`config.mk`:
```
export PLATFORM = sky130hd
export DESIGN_NAME = ifu_if_stage
export DESIGN_NICKNAME = d
export VERILOG_FILES = /design/src/ifu_pkg.sv /design/src/ifu_fetch_ctrl.sv /design/src/ifu_if_id_reg.sv /design/src/ifu_if_stage.sv /design/src/ifu_prefetch_fifo.sv
export SDC_FILE = /design/constraint.sdc
export NUM_CORES = 1
export LEC_CHECK = 0
export BUFFER_PORTS_ARGS = -buffer_cell sky130_fd_sc_hd__buf_2
export CAP_MARGIN = 20
export CORE_MARGIN = 1.5
export CORE_UTILIZATION = 36
export DETAILED_ROUTE_END_ITERATION = 12
export GPL_TIMING_DRIVEN = 0
export PLACE_DENSITY = 0.55
export SLEW_MARGIN = 15
export SYNTH_ARGS = -nofsm -noshare
export SYNTH_HDL_FRONTEND = slang
export SYNTH_SLANG_ARGS = --single-unit
```
`constraint.sdc`:
```
create_clock -name clk -period 20.4 [get_ports clk]
set_clock_uncertainty 0.2 [all_clocks]
set_input_delay 0 -clock clk [delete_from_list [all_inputs] [get_ports clk]]
set_output_delay 0 -clock clk [all_outputs]
set_load 0.005 [all_outputs]
```
`src/ifu_pkg.sv`:
```
/*
  Shared types and constants for the instruction fetch stage.
  Every RTL file refers to these by scoped names (ifu_pkg::name).
  Holds the address and word widths, the PC source select and
  the constant that forms the exception trap address.
*/

`default_nettype none

package ifu_pkg;

  //////////////////////////////////////////////////
  // Widths
  //////////////////////////////////////////////////

  localparam int unsigned ADDR_W   = 32;
  localparam int unsigned INSTR_W  = 32;
  // mtvec base keeps bits 31:7 of the trap vector
  localparam int unsigned MTVEC_W  = 25;
  localparam int unsigned IRQ_ID_W = 5;

  // Exception target is mtvec followed by this many zero bits
  localparam int unsigned EXC_OFFSET_W = 7;

  typedef logic [ADDR_W-1:0]   addr_t;
  typedef logic [INSTR_W-1:0]  instr_t;
  typedef logic [MTVEC_W-1:0]  mtvec_t;
  typedef logic [IRQ_ID_W-1:0] irq_id_t;

  //////////////////////////////////////////////////
  // Next PC source
  //////////////////////////////////////////////////

  // Codes 6 and 7 are unused
  typedef enum logic [2:0] {
    PC_BOOT     = 3'd0,
    PC_JUMP     = 3'd1,
    PC_BRANCH   = 3'd2,
    PC_MRET     = 3'd3,
    PC_TRAP_EXC = 3'd4,
    PC_TRAP_IRQ = 3'd5
  } pc_mux_e;

endpackage

`default_nettype wire

```
`src/ifu_fetch_ctrl.sv`:
```
/*
  Fetch controller of the IF stage.
  Picks the next PC on a redirect pulse, issues word requests on the
  instruction bus and tracks requests still owed a response.
  Kept responses are pushed into the prefetch FIFO with their address.
*/

`default_nettype none

module ifu_fetch_ctrl #(
  parameter int unsigned FIFO_DEPTH      = 3,
  parameter int unsigned MAX_OUTSTANDING = 2
) (
  input  wire logic                           clk,
  input  wire logic                           rst_n,
  input  wire logic                           pc_set_i,
  input  wire ifu_pkg::pc_mux_e               pc_mux_i,
  input  wire ifu_pkg::addr_t                 boot_addr_i,
  input  wire ifu_pkg::addr_t                 jump_target_i,
  input  wire ifu_pkg::addr_t                 branch_target_i,
  input  wire ifu_pkg::addr_t                 mepc_i,
  input  wire ifu_pkg::mtvec_t                mtvec_addr_i,
  input  wire ifu_pkg::irq_id_t               irq_id_i,
  input  wire logic [$clog2(FIFO_DEPTH+1)-1:0] fifo_count_i,
  input  wire logic                           instr_gnt_i,
  input  wire logic                           instr_rvalid_i,
  input  wire ifu_pkg::instr_t                instr_rdata_i,
  input  wire logic                           instr_err_i,
  output logic                                instr_req_o,
  output ifu_pkg::addr_t                      instr_addr_o,
  output logic                                fifo_push_o,
  output ifu_pkg::instr_t                     fifo_instr_o,
  output ifu_pkg::addr_t                      fifo_addr_o,
  output logic                                fifo_err_o,
  output logic                                fifo_flush_o,
  output logic                                if_busy_o,
  output logic                                csr_mtvec_init_o
);

  localparam int unsigned OUT_W = $clog2(MAX_OUTSTANDING + 1);

  ifu_pkg::addr_t   target;
  ifu_pkg::addr_t   target_aligned;
  ifu_pkg::addr_t   fetch_addr_q;
  ifu_pkg::addr_t   resp_addr_q;
  logic             fetch_en_q;
  logic [OUT_W-1:0] live_cnt_q;
  logic [OUT_W-1:0] discard_cnt_q;
  logic [OUT_W-1:0] total_cnt;
  logic             accepted;
  logic             keep_resp;
  logic             room_fifo;
  logic             room_bus;

  //////////////////////////////////////////////////
  // Target selection
  //////////////////////////////////////////////////

  always_comb begin
    unique case (pc_mux_i)
      ifu_pkg::PC_BOOT:     target = boot_addr_i;
      ifu_pkg::PC_JUMP:     target = jump_target_i;
      ifu_pkg::PC_BRANCH:   target = branch_target_i;
      // Return from exception restores the saved PC
      ifu_pkg::PC_MRET:     target = mepc_i;
      // All exceptions share the base of the vector table
      ifu_pkg::PC_TRAP_EXC: target = {mtvec_addr_i, {ifu_pkg::EXC_OFFSET_W{1'b0}}};
      // Interrupts are vectored by their index, one word per entry
      ifu_pkg::PC_TRAP_IRQ: target = {mtvec_addr_i, irq_id_i, 2'b00};
      default:              target = boot_addr_i;
    endcase
  end

  // Word fetches only, so the two low bits are dropped
  assign target_aligned = {target[31:2], 2'b00};

  // CSR file sets up mtvec whenever the core boots
  assign csr_mtvec_init_o = pc_set_i && (pc_mux_i == ifu_pkg::PC_BOOT);

  //////////////////////////////////////////////////
  // Request side
  //////////////////////////////////////////////////

  assign total_cnt = live_cnt_q + discard_cnt_q;

  // Every live request needs a free FIFO slot when it returns
  assign room_fifo = (32'(fifo_count_i) + 32'(live_cnt_q)) < 32'(FIFO_DEPTH);
  assign room_bus  = 32'(total_cnt) < 32'(MAX_OUTSTANDING);

  assign instr_req_o  = fetch_en_q && room_fifo && room_bus;
  assign instr_addr_o = fetch_addr_q;
  assign accepted     = instr_req_o && instr_gnt_i;

  always_ff @(posedge clk or negedge rst_n) begin
    if (!rst_n) begin
      fetch_en_q   <= 1'b0;
      fetch_addr_q <= '0;
    end else if (pc_set_i) begin
      // Fetching starts with the first redirect after reset
      fetch_en_q   <= 1'b1;
      fetch_addr_q <= target_aligned;
    end else if (accepted) begin
      fetch_addr_q <= fetch_addr_q + 32'd4;
    end
  end

  //////////////////////////////////////////////////
  // Response side
  //////////////////////////////////////////////////

  // Older responses drain the discard count first, in bus order
  // A response in the redirect cycle still belongs to the old stream
  assign keep_resp = instr_rvalid_i && (discard_cnt_q == '0) && !pc_set_i;

  always_ff @(posedge clk or negedge rst_n) begin
    if (!rst_n) begin
      live_cnt_q    <= '0;
      discard_cnt_q <= '0;
    end else if (pc_set_i) begin
      // Everything still owed, including this cycle's grant, is thrown away
      discard_cnt_q <= total_cnt + OUT_W'(accepted) - OUT_W'(instr_rvalid_i);
      live_cnt_q    <= '0;
    end else begin
      if (instr_rvalid_i && (discard_cnt_q != '0)) begin
        discard_cnt_q <= discard_cnt_q - 1'b1;
      end
      live_cnt_q <= live_cnt_q + OUT_W'(accepted) - OUT_W'(keep_resp);
    end
  end

  // Address of the next word to come back on the kept stream
  always_ff @(posedge clk or negedge rst_n) begin
    if (!rst_n) begin
      resp_addr_q <= '0;
    end else if (pc_set_i) begin
      resp_addr_q <= target_aligned;
    end else if (keep_resp) begin
      resp_addr_q <= resp_addr_q + 32'd4;
    end
  end

  assign fifo_push_o  = keep_resp;
  assign fifo_instr_o = instr_rdata_i;
  assign fifo_addr_o  = resp_addr_q;
  assign fifo_err_o   = instr_err_i;
  assign fifo_flush_o = pc_set_i;

  assign if_busy_o = (total_cnt != '0);

endmodule

`default_nettype wire

```
`src/ifu_if_id_reg.sv`:
```
/*
  IF/ID pipeline register.
  Takes the FIFO head when IF is valid and decode is ready, and pops it.
  A low ready from decode freezes every output.
*/

`default_nettype none

module ifu_if_id_reg (
  input  wire logic            clk,
  input  wire logic            rst_n,
  input  wire logic            head_valid_i,
  input  wire ifu_pkg::instr_t head_instr_i,
  input  wire ifu_pkg::addr_t  head_addr_i,
  input  wire logic            head_err_i,
  input  wire logic            halt_if_i,
  input  wire logic            id_ready_i,
  output logic                 pop_o,
  output ifu_pkg::addr_t       pc_if_o,
  output logic                 if_id_valid_o,
  output ifu_pkg::instr_t      if_id_instr_o,
  output ifu_pkg::addr_t       if_id_pc_o,
  output logic                 if_id_err_o
);

  logic if_valid;
  logic move;

  //////////////////////////////////////////////////
  // IF valid and handshake
  //////////////////////////////////////////////////

  // Halt holds the head in the FIFO without dropping it
  assign if_valid = head_valid_i && !halt_if_i;
  assign move     = if_valid && id_ready_i;

  assign pop_o   = move;
  // PC of the instruction currently in IF
  assign pc_if_o = head_addr_i;

  //////////////////////////////////////////////////
  // Pipeline register
  //////////////////////////////////////////////////

  always_ff @(posedge clk or negedge rst_n) begin
    if (!rst_n) begin
      if_id_valid_o <= 1'b0;
    end else if (id_ready_i) begin
      // Decode consumed the old item, so valid follows IF
      if_id_valid_o <= if_valid;
    end
  end

  // Payload only loads on a move
  always_ff @(posedge clk) begin
    if (move) begin
      if_id_instr_o <= head_instr_i;
      if_id_pc_o    <= head_addr_i;
      if_id_err_o   <= head_err_i;
    end
  end

endmodule

`default_nettype wire

```
`src/ifu_if_stage.sv`:
```
/*
  Top level of the instruction fetch stage.
  Connects the fetch controller, the prefetch FIFO and the IF/ID register,
  and sets the buffer depth and outstanding limit for all of them.
*/

`default_nettype none

module ifu_if_stage #(
  parameter int unsigned FIFO_DEPTH      = 3,
  parameter int unsigned MAX_OUTSTANDING = 2
) (
  input  wire logic             clk,
  input  wire logic             rst_n,

  // Redirect and targets
  input  wire logic             pc_set_i,
  input  wire ifu_pkg::pc_mux_e pc_mux_i,
  input  wire ifu_pkg::addr_t   boot_addr_i,
  input  wire ifu_pkg::addr_t   jump_target_i,
  input  wire ifu_pkg::addr_t   branch_target_i,
  input  wire ifu_pkg::addr_t   mepc_i,
  input  wire ifu_pkg::mtvec_t  mtvec_addr_i,
  input  wire ifu_pkg::irq_id_t irq_id_i,

  // Flow control from the controller and decode
  input  wire logic             halt_if_i,
  input  wire logic             id_ready_i,

  // Instruction bus
  output logic                  instr_req_o,
  output ifu_pkg::addr_t        instr_addr_o,
  input  wire logic             instr_gnt_i,
  input  wire logic             instr_rvalid_i,
  input  wire ifu_pkg::instr_t  instr_rdata_i,
  input  wire logic             instr_err_i,

  // IF/ID stage and status
  output ifu_pkg::addr_t        pc_if_o,
  output logic                  if_id_valid_o,
  output ifu_pkg::instr_t       if_id_instr_o,
  output ifu_pkg::addr_t        if_id_pc_o,
  output logic                  if_id_err_o,
  output logic                  if_busy_o,
  output logic                  csr_mtvec_init_o
);

  localparam int unsigned CNT_W = $clog2(FIFO_DEPTH + 1);

  // Fetch controller to FIFO
  logic             fifo_push;
  ifu_pkg::instr_t  fifo_wr_instr;
  ifu_pkg::addr_t   fifo_wr_addr;
  logic             fifo_wr_err;
  logic             fifo_flush;
  logic [CNT_W-1:0] fifo_count;

  // FIFO head to IF/ID register
  logic             head_valid;
  ifu_pkg::instr_t  head_instr;
  ifu_pkg::addr_t   head_addr;
  logic             head_err;
  logic             head_pop;

  ifu_fetch_ctrl #(
    .FIFO_DEPTH      (FIFO_DEPTH),
    .MAX_OUTSTANDING (MAX_OUTSTANDING)
  ) u_fetch_ctrl (
    .clk              (clk),
    .rst_n            (rst_n),
    .pc_set_i         (pc_set_i),
    .pc_mux_i         (pc_mux_i),
    .boot_addr_i      (boot_addr_i),
    .jump_target_i    (jump_target_i),
    .branch_target_i  (branch_target_i),
    .mepc_i           (mepc_i),
    .mtvec_addr_i     (mtvec_addr_i),
    .irq_id_i         (irq_id_i),
    .fifo_count_i     (fifo_count),
    .instr_gnt_i      (instr_gnt_i),
    .instr_rvalid_i   (instr_rvalid_i),
    .instr_rdata_i    (instr_rdata_i),
    .instr_err_i      (instr_err_i),
    .instr_req_o      (instr_req_o),
    .instr_addr_o     (instr_addr_o),
    .fifo_push_o      (fifo_push),
    .fifo_instr_o     (fifo_wr_instr),
    .fifo_addr_o      (fifo_wr_addr),
    .fifo_err_o       (fifo_wr_err),
    .fifo_flush_o     (fifo_flush),
    .if_busy_o        (if_busy_o),
    .csr_mtvec_init_o (csr_mtvec_init_o)
  );

  ifu_prefetch_fifo #(
    .FIFO_DEPTH (FIFO_DEPTH)
  ) u_prefetch_fifo (
    .clk     (clk),
    .rst_n   (rst_n),
    .push_i  (fifo_push),
    .instr_i (fifo_wr_instr),
    .addr_i  (fifo_wr_addr),
    .err_i   (fifo_wr_err),
    .pop_i   (head_pop),
    .flush_i (fifo_flush),
    .valid_o (head_valid),
    .instr_o (head_instr),
    .addr_o  (head_addr),
    .err_o   (head_err),
    .count_o (fifo_count)
  );

  ifu_if_id_reg u_if_id_reg (
    .clk           (clk),
    .rst_n         (rst_n),
    .head_valid_i  (head_valid),
    .head_instr_i  (head_instr),
    .head_addr_i   (head_addr),
    .head_err_i    (head_err),
    .halt_if_i     (halt_if_i),
    .id_ready_i    (id_ready_i),
    .pop_o         (head_pop),
    .pc_if_o       (pc_if_o),
    .if_id_valid_o (if_id_valid_o),
    .if_id_instr_o (if_id_instr_o),
    .if_id_pc_o    (if_id_pc_o),
    .if_id_err_o   (if_id_err_o)
  );

endmodule

`default_nettype wire

```
`src/ifu_prefetch_fifo.sv`:
```
/*
  Prefetch FIFO between the instruction bus and the IF/ID register.
  Circular buffer of fetched words, each with its address and bus error.
  A flush clears it in one edge and wins over a push in the same cycle.
*/

`default_nettype none

module ifu_prefetch_fifo #(
  parameter int unsigned FIFO_DEPTH = 3
) (
  input  wire logic                            clk,
  input  wire logic                            rst_n,
  input  wire logic                            push_i,
  input  wire ifu_pkg::instr_t                 instr_i,
  input  wire ifu_pkg::addr_t                  addr_i,
  input  wire logic                            err_i,
  input  wire logic                            pop_i,
  input  wire logic                            flush_i,
  output logic                                 valid_o,
  output ifu_pkg::instr_t                      instr_o,
  output ifu_pkg::addr_t                       addr_o,
  output logic                                 err_o,
  output logic [$clog2(FIFO_DEPTH+1)-1:0]      count_o
);

  localparam int unsigned PTR_W = (FIFO_DEPTH > 1) ? $clog2(FIFO_DEPTH) : 1;
  localparam int unsigned CNT_W = $clog2(FIFO_DEPTH + 1);

  // Word, address and error of each buffered entry
  ifu_pkg::instr_t instr_mem [FIFO_DEPTH];
  ifu_pkg::addr_t  addr_mem  [FIFO_DEPTH];
  logic            err_mem   [FIFO_DEPTH];

  logic [PTR_W-1:0] rd_ptr_q;
  logic [PTR_W-1:0] wr_ptr_q;
  logic [CNT_W-1:0] count_q;
  logic             do_push;
  logic             do_pop;

  // Wrap by hand since the depth need not be a power of two
  function automatic logic [PTR_W-1:0] ptr_next(input logic [PTR_W-1:0] ptr);
    logic [PTR_W-1:0] nxt;
    if (32'(ptr) == FIFO_DEPTH - 1) begin
      nxt = '0;
    end else begin
      nxt = ptr + 1'b1;
    end
    return nxt;
  endfunction

  // Push into a full buffer is ignored, the fetch controller never does it
  assign do_push = push_i && (32'(count_q) < 32'(FIFO_DEPTH));
  assign do_pop  = pop_i && valid_o;

  always_ff @(posedge clk or negedge rst_n) begin
    if (!rst_n) begin
      rd_ptr_q <= '0;
      wr_ptr_q <= '0;
      count_q  <= '0;
    end else if (flush_i) begin
      rd_ptr_q <= '0;
      wr_ptr_q <= '0;
      count_q  <= '0;
    end else begin
      if (do_push) wr_ptr_q <= ptr_next(wr_ptr_q);
      if (do_pop)  rd_ptr_q <= ptr_next(rd_ptr_q);
      // Push and pop together leave the count alone
      count_q <= count_q + CNT_W'(do_push) - CNT_W'(do_pop);
    end
  end

  always_ff @(posedge clk) begin
    if (do_push && !flush_i) begin
      instr_mem[wr_ptr_q] <= instr_i;
      addr_mem[wr_ptr_q]  <= addr_i;
      err_mem[wr_ptr_q]   <= err_i;
    end
  end

  // Head of the buffer
  assign valid_o = (count_q != '0);
  assign instr_o = instr_mem[rd_ptr_q];
  assign addr_o  = addr_mem[rd_ptr_q];
  assign err_o   = err_mem[rd_ptr_q];
  assign count_o = count_q;

endmodule

`default_nettype wire

```
==> reports/metrics.csv, run 1 <==
metric,value,unit
seq_area_frac_synth,0.626,
rsz0062_at_grt,false,
drive_above_1_share,0.279,
wire_per_inst,20.2,um
cap_violations,0,
core,0.0409,mm^2
root_buffer,clkbuf_16,
antenna_found_initial,0,
cts_tree,done,
synth_cells,1187,
first_global_vias,11600,
gr-usage-all-layers,0.213,
min_path_cells,2,
timing.final.crit_share,0.169,
clockBufferDepth,3,
period_minus_slack,3.45,ns
grt_pass1_wl,68200,um
diodes,0,
cp-start-kind,flop,
max_freq,290,MHz
endpoint_kind,flop,
syn_avg_cell_area,12.6,um^2
dieArea,0.0428,mm^2
cts.clk_slew.worst_paths,0.06,ns
r2r-end,u_prefetch_fifo.instr_mem[1][7]$_DFFE_PP_,
cp_data_required_time,20.41,ns
firstDrtPassIters,5,
tightest_slew,1.05,ns
cp_max_fo,9,
drt_iter0_markers,636,
clkLatencyLatePin,0.53,ns
hold_violations,0,
vias_per_cell,5.16,
maxSlewHeadroom,0.281,
fillers,3752,
layout.nets,1916,
synth.largest_area_cell,edfxtp_1,
setup_tns,0,ns
synth_flop_cell,edfxtp_1,
rrSetupSlack,16.95,ns
synth_commonest_cells,"edfxtp_1 (252), nand2_1 (98), o21ai_0 (96)",
ys_top_cells_by_area,"edfxtp_1 (51%), dfrtp_1 (12%), mux2i_1 (5.8%)",
synth_top_area_share,0.506,
cts-buffers-inserted,35,
place.detailed.hpwl,34700,um
p_per_area,88.7,mW/mm^2
cts_resized,0,
outcome,completed,
grt-ovfl-total,0,
gp_congestion,0.862,
holdPathEnd,u_prefetch_fifo.instr_mem[2][23]$_DFFE_PP_,
synth.distinct_cells,75,
yosysMostFrequentCell,edfxtp_1,
syn-cell-area,0.0150,mm^2
pin_count,334,
synth_seq_cells,324,
crit_type,reg2reg,
die_h,207,um
total_power,1.77,mW
die_x,207,um
vias,11700,
wl,45800,um
synth-edff-count,252,
p_leak,7.82,nW
port_buffers,318,
start_util,0.366,
slew_violations,0,
reg2reg_depth,11,
htreeDepth,2,
grt_max_degree,49,
async_flop_share,0.222,
reg2reg_from,u_fetch_ctrl.discard_cnt_q[0]$_DFFE_PN0P_,
drc,0,
ir_drop,0.0000431,V
synth_warnings,0,
finalSetupViolCount,0,
fp-row-count,74,
clock_sink_count,324,
min_from,instr_rdata_i[23],
drtAntennaViolNets,0,
worstPathArrival,3.46,ns
crit_start,u_fetch_ctrl.discard_cnt_q[0]$_DFFE_PN0P_,
synthToLayoutAreaGrowth,33.3,%
hold_class,in2reg,
-- how the worst max path moves through the flow --
stage,cells after the start,slack (ns),to
floorplan,6,13.88,u_prefetch_fifo.addr_mem[1][10]$_DFFE_PP_
global placement,6,9.88,u_prefetch_fifo.instr_mem[1][1]$_DFFE_PP_
detailed placement,11,16.89,u_prefetch_fifo.instr_mem[1][1]$_DFFE_PP_
CTS,11,16.88,u_prefetch_fifo.instr_mem[1][7]$_DFFE_PP_
global route,11,16.67,u_prefetch_fifo.instr_mem[1][7]$_DFFE_PP_
finish,11,16.95,u_prefetch_fifo.instr_mem[1][7]$_DFFE_PP_
-- metal layers --
layer  global-route usage  vias up  part of all wire
li1                     -     5552                 -
met2                0.367      442              0.49
met4               0.0863        0             0.039
met1                0.260     5578              0.41
met5                    0        -                 0
met3               0.0455       94             0.068
-- placed cells by master (no fill, tap or decap), drive strengths merged, types with 9 or more instances in the layout --
cell type    instances
a211oi              12
a21oi               77
a31o                10
a31oi               19
and2                16
and3                11
buf                383
clkbuf              82
clkinv              13
dfrtp               72
dlygate4sd3        130
edfxtp             252
ha                  11
inv                 24
mux2                13
mux2i               86
nand2               98
nand2b              15
nand3               16
nand4               20
nor2                67
nor2b               12
nor3                13
nor4                10
o21a                13
o21ai               99
o22a                33
xnor2                9
-- logic make-up (layout without fill, tap and decap cells) --
family          count (synthesis)  in the layout  share of synthesized area
flops                         324            324                      0.626
buf+inv                        99            636                     0.0324
xor+xnor                       16             16                     0.0104
fa+ha+maj                      12             12                     0.0105
compound gates                318            318                      0.135
simple gates                  315            315                      0.113
mux                           102            102                     0.0720
other cells                     1              6                   0.000251
-- sequential cells by signal, indices dropped and copies added (netlist names) --
| signal | count |
|---|---|
| u_if_id_reg.if_id_pc_o | 30 |
| u_fetch_ctrl.instr_addr_o | 30 |
| u_prefetch_fifo.wr_ptr_q | 2 |
| u_fetch_ctrl.fetch_en_q | 1 |
| u_fetch_ctrl.fifo_addr_o | 30 |
| u_prefetch_fifo.rd_ptr_q | 2 |
| u_if_id_reg.if_id_err_o | 1 |
| u_prefetch_fifo.instr_mem | 96 |
| u_if_id_reg.if_id_instr_o | 32 |
| u_fetch_ctrl.live_cnt_q | 2 |
| u_prefetch_fifo.err_mem | 3 |
| u_prefetch_fifo.addr_mem | 90 |
| u_fetch_ctrl.discard_cnt_q | 2 |
| u_prefetch_fifo.count_o | 2 |
| u_if_id_reg.if_id_valid_o | 1 |
-- timing repair --
| item | CTS | global route |
|---|---|---|
| setup buffers | 0 | 0 |
| hold endpoints to repair | 234 | 0 |
| hold buffers | 131 | 0 |
-- power breakdown --
part	internal [mW]	leakage, nW	switching [mW]
Sequential	0.778	3.21	0.0503
Clock	0.354	0.535	0.250
Combinational	0.156	4.08	0.180
Total	1.29	7.82	0.481
-- critical path, cell delays in order (launching register included) --
cell     delay, ns
dfrtp_1       0.38
inv_1         0.09
ha_1          0.22
nand2_1       0.24
nor2_1        0.28
nand2_1       0.20
nor3b_2       0.58
buf_6         0.23
buf_6         0.15
buf_6         0.15
buf_4         0.18
buf_4         0.21
-- metrics by stage --
stage          instances  setup WS [ns]  area (um^2)  hold slack, ns  utilization
2_1_floorplan       1192          13.88        15000          -0.496            -
3_3_place_gp        2042           9.88        17200       -0.000792        0.421
3_5_place_dp        2067          16.89        17500          -0.243        0.428
4_1_cts             2261          16.88        20000         0.00215        0.488
5_1_grt             2261          16.67        20000          0.0143        0.488
6_report            2261          16.95        20000          0.0325        0.488
-- area by class of cell --
cell class | instances | area (um^2) | area share
Sequential cell | 324 | 9370 | 0.470
Multi-Input combinational cell | 769 | 5150 | 0.258
Timing Repair Buffer | 474 | 3180 | 0.160
Clock buffer | 45 | 945 | 0.0473
Tap cell | 532 | 666 | 0.0334
Buffer | 76 | 399 | 0.0200
Clock inverter | 18 | 154 | 0.00771
Inverter | 23 | 88.8 | 0.00445
Power figures use the tool's default switching activity.
==> inputs of run 2 (changes only) <==
==> constraint.sdc (replaced) <==
create_clock -name clk -period 3.55 [get_ports clk]
set_clock_uncertainty 0.2 [all_clocks]
set_input_delay 0 -clock clk [delete_from_list [all_inputs] [get_ports clk]]
set_output_delay 0 -clock clk [all_outputs]
set_load 0.005 [all_outputs]
==> run 2 against run 1 <==
  * Sequential share of layout area rose by 0.23 points
  * Hold slack got worse by 0.021 ns
  * Core utilization fell by 0.24 points
  * Fmax rose by 8.4%
  * Critical path depth fell by 3
  * Sequential cell count did not move
  * Sequential power rose to 5.8 times the previous value
  * Wire length rose by 2.7%
  * First-iteration DRC count rose by 13%
  * Critical endpoint is now u_prefetch_fifo.instr_mem[1][1]$_DFFE_PP_
  * Largest power group unchanged
==> reports/metrics.csv, run 2 (synthesis results as in run 1) <==
metric,value,unit,change
outcome,completed,,unchanged
finalSetupViolCount,0,,unchanged
period_minus_slack,3.18,ns,was 3.45 ns
dp_cells,2058,,"was 2,067"
wl,47000,um,"was 45,800 um"
cp_max_fo,14,,was 9
cts_resized,0,,unchanged
setup_tns,0,ns,unchanged
firstDrtPassIters,5,,unchanged
clkLatencyLatePin,0.52,ns,was 0.53 ns
fin_util,0.485,,was 0.488
p_leak,7.74,nW,was 7.82 nW
root_buffer,clkbuf_16,,unchanged
fillers,3781,,"was 3,752"
vias_per_cell,5.20,,was 5.16
hold_violations,0,,unchanged
ir_drop,0.000278,V,was 0.0000431 V
mostFrequentLayoutCell,buf_2,,unchanged
hold_class,in2reg,,unchanged
clock_sink_count,324,,unchanged
grt-ovfl-total,0,,unchanged
holdWs,0.0110,ns,was 0.0325 ns
grt_pass1_wl,69800,um,"was 68,200 um"
p_per_area,510,mW/mm^2,was 88.7 mW/mm^2
start_util,0.366,,unchanged
pin_count,334,,unchanged
max_freq,314,MHz,was 290 MHz
antenna_found_initial,1,,was 0
wire_per_inst,21.0,um,was 20.2 um
cap_violations,0,,unchanged
drive_above_1_share,0.277,,was 0.279
slew_violations,0,,unchanged
met3_usage,0.0452,,was 0.0455
stdcell_count,2240,,"was 2,261"
vias,11700,,about the same
rrSetupSlack,0.37,ns,was 16.95 ns
grt_max_degree,49,,unchanged
post_cts_buffers,0,,unchanged
rsz0062_at_grt,false,,unchanged
port_buffers,318,,unchanged
largest_reg_flops,96,,unchanged
drtAntennaViolNets,0,,unchanged
cts-buffers-inserted,35,,unchanged
final_cell_mix,"buf_2 (337), edfxtp_1 (252), dlygate4sd3_1 (121)",,"was buf_2 (337), edfxtp_1 (252), dlygate4sd3_1 (130)"
timing.final.crit_share,0.896,,was 0.169
gr-usage-all-layers,0.219,,was 0.213
fp-row-count,74,,unchanged
clockBufferDepth,3,,unchanged
cp_data_required_time,3.57,ns,was 20.41 ns
drt_iter0_markers,716,,was 636
die_x,207,um,unchanged
layout.nets,1898,,"was 1,916"
cts.clk_slew.worst_paths,0.06,ns,about the same
core,0.0409,mm^2,unchanged
met1_usage,0.271,,was 0.260
htreeDepth,2,,unchanged
grtUsageMet2,0.366,,was 0.367
drc,0,,unchanged
maxSlewHeadroom,0.319,,was 0.281
worstPathArrival,3.20,ns,was 3.46 ns
grt_busiest_layer,met2,,unchanged
top_register,u_prefetch_fifo.instr_mem,,unchanged
reg_top3,"u_prefetch_fifo.instr_mem (96), u_prefetch_fifo.addr_mem (90), u_if_id_reg.if_id_instr_o (32)",,unchanged
cp-start-kind,flop,,unchanged
crit_type,reg2reg,,unchanged
dieArea,0.0428,mm^2,unchanged
first_global_vias,11800,,"was 11,600"
gp_congestion,0.872,,was 0.862
synthToLayoutAreaGrowth,32.6,%,was 33.3%
tightest_slew,0.996,ns,was 1.05 ns
endpoint_kind,flop,,unchanged
cts_tree,done,,unchanged
place.detailed.hpwl,35300,um,"was 34,700 um"
die_h,207,um,unchanged
[run 2: metrics by stage]
stage / area, um^2 / power (mW) / setup slack (ns)
2_1_floorplan: 15000 / 5.79 / -0.737
3_3_place_gp: 17300 / 6.59 / -2.96
3_5_place_dp: 17500 / 6.65 / 0.300
4_1_cts: 19900 / 10.2 / 0.286
5_1_grt: 19900 / 10.6 / 0.124
6_report: 19900 / 10.1 / 0.370
[run 2: area by class of cell]
| cell class | instances | area [um^2] | area share |
|---|---|---|---|
| plain buffers | 76 | 399 | 0.0201 |
| multi-input cells | 769 | 5170 | 0.260 |
| well taps | 532 | 666 | 0.0335 |
| inverters | 23 | 88.8 | 0.00447 |
| repair buffers | 456 | 3100 | 0.156 |
| flip-flops and latches | 324 | 9370 | 0.472 |
| diodes | 2 | 5.00 | 0.000252 |
| clock inverters | 15 | 118 | 0.00592 |
| clock buffers | 43 | 947 | 0.0477 |
[run 2: layer usage]
layer  up-vias  part of all wire
met1      5589              0.41
met2       462              0.48
met4         0             0.044
met3        98             0.068
met5         -                 0
li1       5510                 -
[run 2: repair_timing]
action	CTS	global route
hold endpoints to repair	235	0
setup endpoints to repair	0	0
hold buffers	122	0
[run 2: final timing paths]
check	from	to	cells past startpoint
worst max-delay path	u_fetch_ctrl.discard_cnt_q[0]$_DFFE_PN0P_	u_prefetch_fifo.instr_mem[1][1]$_DFFE_PP_	8
worst min-delay path	jump_target_i[18]	u_fetch_ctrl.instr_addr_o[18]$_DFFE_PN0P_	6
worst max register to register	u_fetch_ctrl.discard_cnt_q[0]$_DFFE_PN0P_	u_prefetch_fifo.instr_mem[1][1]$_DFFE_PP_	8
worst min register to register	u_fetch_ctrl.fetch_en_q$_DFFE_PN0P_	u_fetch_ctrl.fetch_en_q$_DFFE_PN0P_	1
max in group asynchronous	rst_n	u_fetch_ctrl.fifo_addr_o[30]$_DFFE_PN0N_	4
min in group asynchronous	rst_n	u_fetch_ctrl.instr_addr_o[9]$_DFFE_PN0P_	4
[run 2: report_power, final]
group | leakage [nW] | switching (mW) | internal (mW) | total, mW
sequential | 3.21 | 0.295 | 4.47 | 4.77
combinational | 4.01 | 1.05 | 0.886 | 1.93
clock | 0.526 | 1.45 | 1.97 | 3.42
total | 7.74 | 2.79 | 7.33 | 10.1
[run 2: critical path, cell delays in order, from the launching register on]
cell and delay (ns):
dfrtp_1 0.39, inv_1 0.09, ha_1 0.21, nand2_1 0.25, nor2_1 0.29, nand2_1 0.26, nor3b_4 0.73, buf_8 0.26
buf_8 0.19
==> inputs of run 3 (changes only) <==
--- a/config.mk
+++ b/config.mk
@@ -8,10 +8,11 @@
 export BUFFER_PORTS_ARGS = -buffer_cell sky130_fd_sc_hd__buf_2
 export CAP_MARGIN = 20
 export CORE_MARGIN = 1.5
-export CORE_UTILIZATION = 36
+export CORE_UTILIZATION = 50
 export DETAILED_ROUTE_END_ITERATION = 12
 export GPL_TIMING_DRIVEN = 0
-export PLACE_DENSITY = 0.55
+export HOLD_SLACK_MARGIN = 0.1
+export PLACE_DENSITY = 0.73
 export SLEW_MARGIN = 15
 export SYNTH_ARGS = -nofsm -noshare
 export SYNTH_HDL_FRONTEND = slang
==> run 3 against run 2 <==
  * Combinational power increased by 3%
  * Non-clock buffer count rose by 62
  * Clock-buffer cell count shrank 5
  * Wire length down 7.3%
  * Total power increased by 0.19%
  * Cell area rose by 2.2%
  * Register-to-register slack got worse by 0.03 ns
  * Largest cell class unchanged
  * Largest power group unchanged
==> reports/metrics.csv, run 3 (synthesis results as in run 1) <==
metric,value,unit,change
reg_top3,"u_prefetch_fifo.instr_mem (96), u_prefetch_fifo.addr_mem (90), u_if_id_reg.if_id_instr_o (32)",,unchanged
rrSetupSlack,0.34,ns,was 0.37 ns
root_buffer,clkbuf_16,,unchanged
path_common_cell,dlygate4sd3_1,,
antenna_found_initial,1,,unchanged
clock_sink_count,324,,unchanged
critPathTopFamily,buffers and inverters,,was simple AND/OR/NAND/NOR gates
slowest_delay,0.64,ns,was 0.73 ns
start_util,0.506,,was 0.366
largest_reg_flops,96,,unchanged
die_x,176,um,was 207 um
vias,12100,,"was 11,700"
die_h,176,um,was 207 um
slowest_stage,dlygate4sd3_1,,was nor3b_4
dpl_worst_slack,0.319,ns,was 0.300 ns
slew_violations,0,,unchanged
dieArea,0.0310,mm^2,was 0.0428 mm^2
drive_above_1_share,0.270,,was 0.277
p_per_area,500,mW/mm^2,was 510 mW/mm^2
first_global_vias,12100,,"was 11,800"
clockBufferDepth,3,,unchanged
fp-row-count,63,,was 74
drt_iter0_markers,1064,,was 716
outcome,completed,,unchanged
vias_per_cell,5.62,,was 5.20
gp_congestion,0.913,,was 0.872
htreeDepth,1,,was 2
gr-usage-all-layers,0.281,,was 0.219
rsz0062_at_grt,false,,unchanged
top_register,u_prefetch_fifo.instr_mem,,unchanged
max_freq,306,MHz,was 314 MHz
critPathBufInv,7,,was 3
timing.final.crit_share,0.919,,was 0.896
layout.nets,1954,,"was 1,898"
firstDrtPassIters,5,,unchanged
finalSetupViolCount,0,,unchanged
crit_type,in2reg,,was reg2reg
grt_max_degree,59,,was 49
place.detailed.hpwl,31500,um,"was 35,300 um"
period_minus_slack,3.26,ns,was 3.18 ns
wl,43600,um,"was 47,000 um"
drtAntennaViolNets,0,,unchanged
drc,0,,unchanged
synthToLayoutAreaGrowth,35.5,%,was 32.6%
core,0.0296,mm^2,was 0.0409 mm^2
maxSlewHeadroom,0.360,,was 0.319
cts.clk_slew.worst_paths,0.07,ns,was 0.06 ns
cp_max_fo,10,,was 14
cp-start-kind,primary input,,was flop
clkLatencyLatePin,0.55,ns,was 0.52 ns
hold_class,in2reg,,unchanged
wire_per_inst,20.2,um,was 21.0 um
setup_slack,0.286,ns,was 0.370 ns
crit_chain,dlygate4sd3_1 -> buf_2 -> buf_2 -> clkinvlp_4 -> a31oi_1 -> o21ai_0 -> dlygate4sd3_1 -> a21oi_1 -> dlygate4sd3_1 -> a21oi_1 -> dlygate4sd3_1,,was inv_1 -> ha_1 -> nand2_1 -> nor2_1 -> nand2_1 -> nor3b_4 -> buf_8 -> buf_8
port_buffers,318,,unchanged
total_power,10.1,mW,about the same
cp_data_required_time,3.79,ns,was 3.57 ns
pin_count,334,,unchanged
p_leak,7.99,nW,was 7.74 nW
final_cell_mix,"buf_2 (337), edfxtp_1 (252), dlygate4sd3_1 (180)",,"was buf_2 (337), edfxtp_1 (252), dlygate4sd3_1 (121)"
grt_pass1_wl,67200,um,"was 69,800 um"
cap_violations,0,,unchanged
tightest_slew,0.952,ns,was 0.996 ns
ir_drop,0.000294,V,was 0.000278 V
endpoint_kind,flop,,unchanged
hold_violations,0,,unchanged
mostFrequentLayoutCell,buf_2,,unchanged
worstPathArrival,3.50,ns,was 3.20 ns
fin_util,0.686,,was 0.485
cts-buffers-inserted,29,,was 35
cts_tree,done,,unchanged
grt-ovfl-total,0,,unchanged
setup_tns,0,ns,unchanged
-- run 3: cell types whose count changed in the layout (fill, tap and decap cells not counted), sizes merged --
cell / delta
dlygate4sd3: +59
clkbuf: -6
bufinv: +5
clkinv: -5
buf: +4
clkinvlp: +1
diode: -1
-- run 3: worst reg2reg max path: stages (launching register included) --
cell and delay (ns):
dfrtp_1 0.38, inv_1 0.09, ha_1 0.21, nand2_1 0.23, nor2_1 0.28, nand2_1 0.26, nor3b_4 0.81, buf_16 0.23
buf_8 0.19
-- run 3: where the power goes --
| part | switching (mW) | internal (mW) | leakage (nW) |
|---|---|---|---|
| sequential | 0.298 | 4.47 | 3.21 |
| clock | 1.34 | 2.04 | 0.517 |
| combinational | 1.03 | 0.953 | 4.26 |
-- run 3: final cells by class --
class	count	area (um^2)
repair buffers	519	3720
fillers	2195	9280
well taps	390	488
diodes	1	2.50
clock buffers	38	810
multi-input cells	769	5170
plain buffers	75	395
inverters	23	92.6
flip-flops and latches	324	9370
clock inverters	16	239
-- run 3: through the flow --
stage,hold slack (ns),std cells,cell area (um^2)
2_1_floorplan,-0.496,1192,15000
3_3_place_gp,-0.00191,1900,17100
3_5_place_dp,-0.312,1915,17400
4_1_cts,0.111,2149,20200
5_1_grt,0.159,2155,20300
6_report,0.169,2155,20300
-- run 3: per-layer routing --
metal | up-vias | GRT usage | share of wire
li1 | 5614 | - | -
met1 | 5825 | 0.343 | 0.39
met2 | 567 | 0.488 | 0.50
met3 | 102 | 0.0467 | 0.072
met4 | 0 | 0.133 | 0.045
met5 | - | 0 | 0
-- run 3: path summary, 6_finish.rpt --
path,to,depth (start not counted),from
max,u_fetch_ctrl.instr_addr_o[8]$_DFFE_PN0P_,11,pc_set_i
min,u_fetch_ctrl.instr_addr_o[16]$_DFFE_PN0P_,5,mepc_i[16]
max reg2reg,u_prefetch_fifo.instr_mem[2][2]$_DFFE_PP_,8,u_fetch_ctrl.discard_cnt_q[0]$_DFFE_PN0P_
min reg2reg,u_fetch_ctrl.fetch_en_q$_DFFE_PN0P_,1,u_fetch_ctrl.fetch_en_q$_DFFE_PN0P_
max in group asynchronous,u_fetch_ctrl.fifo_addr_o[23]$_DFFE_PN0N_,4,rst_n
min in group asynchronous,u_fetch_ctrl.fetch_en_q$_DFFE_PN0P_,3,rst_n
-- run 3: what timing repair did --
item	4_1_cts	5_1_grt
endpoints found under the setup margin	0	1
hold endpoints to repair	243	0
hold buffers	180	0
resized for setup	0	1
setup buffers	0	6
